## config.mk

```make
export PLATFORM = sky130hd
export DESIGN_NAME = memu
export DESIGN_NICKNAME = d
export VERILOG_FILES = /design/src/design/axi_lite_pkg.sv /design/src/design/mem_access_pkg.sv /design/src/design/memu.sv /design/src/design/load_align.sv
export VERILOG_INCLUDE_DIRS = /design/src /design/src/design
export SDC_FILE = /design/constraint.sdc
export NUM_CORES = 1
export LEC_CHECK = 0
export BUFFER_PORTS_ARGS = -buffer_cell sky130_fd_sc_hd__buf_2
export CAP_MARGIN = 20
export CORE_MARGIN = 1.5
export CORE_UTILIZATION = 47
export CTS_BUF_LIST = sky130_fd_sc_hd__clkbuf_16
export CTS_CLUSTER_DIAMETER = 200
export CTS_CLUSTER_SIZE = 40
export DETAILED_ROUTE_END_ITERATION = 8
export GPL_ROUTABILITY_DRIVEN = 0
export HOLD_SLACK_MARGIN = 0.03
export PLACE_DENSITY = 0.87
export SKIP_LAST_GASP = 1
export SLEW_MARGIN = 20
export SYNTH_ARGS = -nofsm -noshare
export SYNTH_HDL_FRONTEND = slang
export SYNTH_SLANG_ARGS = --single-unit
```

## constraint.sdc

```tcl
create_clock -name clk -period 3.9 [get_ports clk]
set_clock_uncertainty 0.1 [all_clocks]
set_input_delay 0.585 -clock clk [delete_from_list [all_inputs] [get_ports clk]]
set_output_delay 0.585 -clock clk [all_outputs]
set_load 0.05 [all_outputs]
```

## src/design/memu_config.svh

```systemverilog
// memory stage configuration
`ifndef MEMU_CONFIG_SVH
`define MEMU_CONFIG_SVH

// byte address width
`define MEMU_ADDR_WIDTH 32

// data word width
`define MEMU_DATA_WIDTH 32

// sram depth in words, indexed by address bits 9 to 2
`define MEMU_SRAM_WORDS 256

// cycles the sram waits before raising a ready or valid
`define MEMU_SRAM_WAIT 2

`endif
```

## src/design/axi_lite_pkg.sv

```systemverilog
// bus side types
package axi_lite_pkg;

	// memory stage controller states
	typedef enum logic [2:0] {
		IDLE       = 3'd0,
		READ_ADDR  = 3'd1,
		READ_DATA  = 3'd2,
		WRITE_ADDR = 3'd3,
		WRITE_RESP = 3'd4,
		DONE       = 3'd5
	} memu_state_e;

	// write response codes
	typedef enum logic [1:0] {
		OKAY   = 2'b00,
		SLVERR = 2'b10
	} axi_resp_e;

endpackage

```

## src/design/mem_access_pkg.sv

```systemverilog
// memory access types
package mem_access_pkg;

	// operation handed over by execute
	typedef enum logic [1:0] {
		MEM_NONE  = 2'd0,
		MEM_LOAD  = 2'd1,
		MEM_STORE = 2'd2
	} mem_op_e;

	// size field of a load
	typedef enum logic [1:0] {
		SIZE_BYTE = 2'd0,
		SIZE_HALF = 2'd1,
		SIZE_WORD = 2'd2
	} load_size_e;

	// load view of the control nibble
	typedef struct packed {
		logic       is_unsigned;
		load_size_e size;
		logic       pad;
	} load_ctl_t;

	// one nibble, meaning set by the operation
	// store: byte mask at offset 0 (0001 byte, 0011 half, 1111 word)
	typedef union packed {
		logic [3:0] mask;
		load_ctl_t  load;
	} mem_ctl_u;

endpackage

```

## src/design/memu.sv

```systemverilog
// memory stage controller
`timescale 1ns/1ps
`include "memu_config.svh"

module memu (
	input  logic                         clk,
	input  logic                         reset,
	// from execute
	input  logic                         in_valid,
	output logic                         in_ready,
	input  mem_access_pkg::mem_op_e      op,
	input  logic [`MEMU_ADDR_WIDTH-1:0]  addr,
	input  logic [`MEMU_DATA_WIDTH-1:0]  wdata,
	input  mem_access_pkg::mem_ctl_u     ctl,
	// to write-back
	output logic                         out_valid,
	input  logic                         out_ready,
	output logic [`MEMU_DATA_WIDTH-1:0]  out_rdata,
	// read channels
	output logic [`MEMU_ADDR_WIDTH-1:0]  araddr,
	output logic                         arvalid,
	input  logic                         arready,
	input  logic                         rvalid,
	output logic                         rready,
	input  logic [`MEMU_DATA_WIDTH-1:0]  rdata,
	// write channels
	output logic [`MEMU_ADDR_WIDTH-1:0]  awaddr,
	output logic                         awvalid,
	input  logic                         awready,
	output logic [`MEMU_DATA_WIDTH-1:0]  wdata_bus,
	output logic [`MEMU_DATA_WIDTH/8-1:0] wstrb,
	output logic                         wvalid,
	input  logic                         wready,
	input  logic                         bvalid,
	output logic                         bready,
	input  axi_lite_pkg::axi_resp_e      bresp
);

	localparam int AW = `MEMU_ADDR_WIDTH;
	localparam int DW = `MEMU_DATA_WIDTH;

	axi_lite_pkg::memu_state_e state;
	mem_access_pkg::mem_op_e   op_q;
	mem_access_pkg::mem_ctl_u  ctl_q;
	logic [AW-1:0]             addr_q;
	logic [AW-1:0]             word_addr;
	logic [DW-1:0]             wdata_q;
	logic [DW-1:0]             rdata_q;
	logic [DW-1:0]             load_value;
	logic [1:0]                offset;

	// locked request payload
	always_ff @(posedge clk) begin
		if (in_valid && in_ready) begin
			addr_q  <= addr;
			wdata_q <= wdata;
			ctl_q   <= ctl;
		end
		if (state == axi_lite_pkg::READ_DATA && rvalid) begin
			rdata_q <= rdata;
		end
	end

	// word aligned bus address, low bits kept as byte offset
	assign offset    = addr_q[1:0];
	assign word_addr = {addr_q[AW-1:2], 2'b00};
	assign araddr    = word_addr;
	assign awaddr    = word_addr;

	// store lanes moved up to the byte offset
	assign wstrb     = ctl_q.mask << offset;
	assign wdata_bus = wdata_q << {offset, 3'b000};

	load_align u_load_align (
		.raw    (rdata_q),
		.offset (offset),
		.ctl    (ctl_q),
		.value  (load_value)
	);

	// stores and no-ops return zero
	assign out_rdata = (op_q == mem_access_pkg::MEM_LOAD) ? load_value : '0;

	always_ff @(posedge clk) begin
		if (reset) begin
			state     <= axi_lite_pkg::IDLE;
			op_q      <= mem_access_pkg::MEM_NONE;
			in_ready  <= 1'b1;
			out_valid <= 1'b0;
			arvalid   <= 1'b0;
			rready    <= 1'b0;
			awvalid   <= 1'b0;
			wvalid    <= 1'b0;
			bready    <= 1'b0;
		end else begin
			case (state)
				axi_lite_pkg::IDLE: begin
					if (in_valid && in_ready) begin
						in_ready <= 1'b0;
						op_q     <= op;
						case (op)
							mem_access_pkg::MEM_LOAD: begin
								arvalid <= 1'b1;
								state   <= axi_lite_pkg::READ_ADDR;
							end
							mem_access_pkg::MEM_STORE: begin
								// address and data go out together
								awvalid <= 1'b1;
								wvalid  <= 1'b1;
								state   <= axi_lite_pkg::WRITE_ADDR;
							end
							default: state <= axi_lite_pkg::DONE;
						endcase
					end
				end
				axi_lite_pkg::READ_ADDR: begin
					if (arready) begin
						arvalid <= 1'b0;
						rready  <= 1'b1;
						state   <= axi_lite_pkg::READ_DATA;
					end
				end
				axi_lite_pkg::READ_DATA: begin
					if (rvalid) begin
						rready <= 1'b0;
						state  <= axi_lite_pkg::DONE;
					end
				end
				axi_lite_pkg::WRITE_ADDR: begin
					// sram raises both readies in the same cycle
					if (awready && wready) begin
						awvalid <= 1'b0;
						wvalid  <= 1'b0;
						bready  <= 1'b1;
						state   <= axi_lite_pkg::WRITE_RESP;
					end
				end
				axi_lite_pkg::WRITE_RESP: begin
					if (bvalid) begin
						bready <= 1'b0;
						if (bresp == axi_lite_pkg::OKAY) begin
							state <= axi_lite_pkg::DONE;
						end else begin
							// reissue the write on an error response
							awvalid <= 1'b1;
							wvalid  <= 1'b1;
							state   <= axi_lite_pkg::WRITE_ADDR;
						end
					end
				end
				axi_lite_pkg::DONE: begin
					// one cycle here before the result is offered
					if (!out_valid) begin
						out_valid <= 1'b1;
					end else if (out_ready) begin
						out_valid <= 1'b0;
						in_ready  <= 1'b1;
						state     <= axi_lite_pkg::IDLE;
					end
				end
				default: state <= axi_lite_pkg::IDLE;
			endcase
		end
	end

endmodule

```

## src/design/load_align.sv

```systemverilog
// load data alignment and extension
`timescale 1ns/1ps
`include "memu_config.svh"

module load_align (
	input  logic [`MEMU_DATA_WIDTH-1:0] raw,
	input  logic [1:0]                  offset,
	input  mem_access_pkg::mem_ctl_u    ctl,
	output logic [`MEMU_DATA_WIDTH-1:0] value
);

	localparam int DW = `MEMU_DATA_WIDTH;

	logic [DW-1:0] shifted;
	logic          is_unsigned;

	// bring the addressed byte down to lane 0
	assign shifted     = raw >> {offset, 3'b000};
	assign is_unsigned = ctl.load.is_unsigned;

	always_comb begin
		case (ctl.load.size)
			mem_access_pkg::SIZE_BYTE: begin
				if (is_unsigned) begin
					value = {{(DW-8){1'b0}}, shifted[7:0]};
				end else begin
					value = {{(DW-8){shifted[7]}}, shifted[7:0]};
				end
			end
			mem_access_pkg::SIZE_HALF: begin
				if (is_unsigned) begin
					value = {{(DW-16){1'b0}}, shifted[15:0]};
				end else begin
					value = {{(DW-16){shifted[15]}}, shifted[15:0]};
				end
			end
			// full word, no extension
			default: value = shifted;
		endcase
	end

endmodule

```

==> key figures <==
Clock tree
  – CTS Sinks: roughly 110
  – Clock root buffer: clkbuf_16
  – Hold Buf Count CTS: 0
  – Num CTS Buffers: 9
  – CTS Buffer Depth: 2
  – Post-cts resize count: 0
  – H-tree depth: 3
  – Clock latency on the worst-skew pair: 0.35 ns
  – CTS tree: done
  – Worst-path clk slew: 0.08 ns
  – Post-CTS Setup Bufs: 0

Setup path
  – Crit Path Class: reg -> out
  – Critical path endpoint category: output port
  – Critical path launch point type: flip-flop
  – Worst endpoint required time: 3.21 ns
  – WP data arrival: 2.60 ns
  – Worst-path fanout max: 16

STA
  – Setup_tns: 0 ns
  – Fin. Hold Viols: 0
  – Worst Tran Pin Value: approximately 0.78 ns
  – Fin crit share: 0.841
  – Period minus WS final: between 3 and 4 ns
  – Max frequency: 305 MHz
  – Max_slew headroom: 0.477
  – RSZ-0062 raised after global routing: false
  – Setup violators final: 0
  – Max-slew violations: 0

Layout
  – Nets: 747
  – Antenna Cells: 0
  – Layout cell share with drive strength beyond 1: 0.438
  – Final Cell Area: between 0.006 and 0.007 sq mm
  – Most frequent cells in the layout: buf_2 (247), edfxtp_1 (100), mux2i_1 (39)
  – Layout area overhead: 21.4%
  – Commonest non-fill, non-tap cell in the layout: buf_2
  – Post-Layout Cell Count: 780

GRT
  – Initial antenna violation count: 0
  – Vias in the first global route: 4011
  – GRT overflow: 0
  – First-pass GRT wire length: 20.5 mm
  – Tot GR Track Use: 0.213
  – Pin count of the biggest net entering global routing: 38

Synth
  – Post-Syn Instances: about 460
  – Synth async-reset ratio: 0
  – Post-synthesis cell type count: 46
  – Cell area after synthesis: about 0.0055 sq mm
  – Register area share after synthesis: 0.590
  – EDFF count, synth: 100
  – Avg Inst Size Synth: 12.0 sq um
  – Synth Warn #: 0
  – Primary FF master, synth: edfxtp_1
  – Flops & latches, synth: 111

Die
  – Core area: 0.0114 sq mm
  – Full die area: 0.0123 sq mm
  – Die W: 111 um
  – Initial Util: 0.481
  – Std cell rows: 39
  – Num ports: 252
  – Chip height: 111 um

Routing
  – DRT iter0 DRCs: 216
  – DRC viols: 0
  – Via count: approximately 4100
  – Wire length per cell: ~17 um
  – DR pass1 iterations: 4
  – Post-route ant nets: 0
  – Vias per std cell: 5.25
  – Drt total wl: 13.1 mm

Pwr
  – Static Leakage: roughly 3.0 nW
  – Power Density: around 600 mW/mm^2
  – Max rail drop VDD: around 0.47 mV

Placement
  – Post-place instance area: 0.00633 sq mm
  – HPWL after DPL: around 10 mm
  – IO Port Bufs: roughly 250
  – Placed cell count: 764

Run
  – # Max-Cap Violations: 0

Status
  – Status: finished, final reports clean

Hold path
  – Hold Path Class: in -> reg
per-layer routing:
layer / global-route usage / up-vias / part of all wire
li1: - / 1931 / -
met5: 0 / - / 0
met2: 0.370 / 200 / 0.51
met3: 0.0651 / 26 / 0.081
met4: 0.0778 / 0 / 0.022
met1: 0.249 / 1938 / 0.39
where the power goes:
group	internal, W	switching (W)
registers	0.00149	0.000139
clock network	0.000459	0.000456
logic	0.000357	0.00106
total	0.00230	0.00165
registers in the layout (all words and copies together), names as in the netlist:
name	cells
wdata_q	32
addr_q	32
rready	1
bready	1
arvalid	1
state	3
ctl_q	4
wvalid	1
rdata_q	32
op_q	2
out_valid	1
in_ready	1
logic make-up after synthesis:
kind of cell | after synthesis | share of synthesized area
simple gates | 115 | 0.110
flops | 111 | 0.590
mux | 41 | 0.0783
buf+inv | 98 | 0.118
other cells | 1 | 0.000686
compound gates | 87 | 0.0989
fa+ha+maj | 2 | 0.00458
critical path: stages (launching register included):
cell and delay, ns:
edfxtp_1 0.73, mux4_2 0.59, o211ai_2 0.50, o21ai_0 0.18, buf_2 0.25
through the flow:
| step | worst slack (ns) | total power, W | utilization | hold slack, ns |
|---|---|---|---|---|
| after global routing | 0.404 | 0.00412 | 0.584 | 0.276 |
| after floorplan | 0.572 | 0.00282 | - | 0.351 |
| final | 0.619 | 0.00396 | 0.584 | 0.302 |
| after CTS | 0.592 | 0.00398 | 0.584 | 0.286 |
| after global placement | 1.09 | 0.00302 | 0.557 | 0.363 |
| after detailed placement | 0.989 | 0.00306 | 0.557 | 0.380 |
synthesized netlist by cell type (2+ instances only):
master    number  area share
dfxtp_1       11       0.040
ha_1           2      0.0046
edfxtp_1     100        0.55
nand3_1        2      0.0018
inv_1          6      0.0041
and2_1        17       0.019
or3b_1         2      0.0032
a211oi_1      25       0.034
nor2_1        27       0.019
nand2_1       30       0.021
clkbuf_1      11      0.0076
o21ai_0       23       0.021
buf_4         65       0.089
o21ai_1        4      0.0037
and3_1         2      0.0023
buf_6          3      0.0062
and3b_1        2      0.0032
nor3_1         3      0.0027
a31oi_1        2      0.0023
buf_2         10      0.0092
a21oi_1       23       0.021
o311ai_0       2      0.0032
nand2b_1       3      0.0034
mux2i_1       39       0.071
buf_1          3      0.0021
nor2b_1       18       0.021
worst paths after layout:
path / end / cells after the start / startpoint / slack, ns
max: out_rdata[19] / 4 / addr_q[1] / 0.62
min: addr_q[28] / 1 / addr[28] / 0.30
max reg2reg: state[2] / 4 / state[2] / 1.97
min reg2reg: bready / 2 / bready / 0.40
layout make-up:
cell class / instances / area [sq um]
tap: 143 / 179
fill: 949 / 4730
sequential: 111 / 3220
timing repair buffer: 255 / 1300
clock buffer: 9 / 225
clock inverter: 7 / 82.6
inverter: 6 / 22.5
multi-input combinational: 249 / 1610
Note: power is estimated with default switching activity, not from simulation.
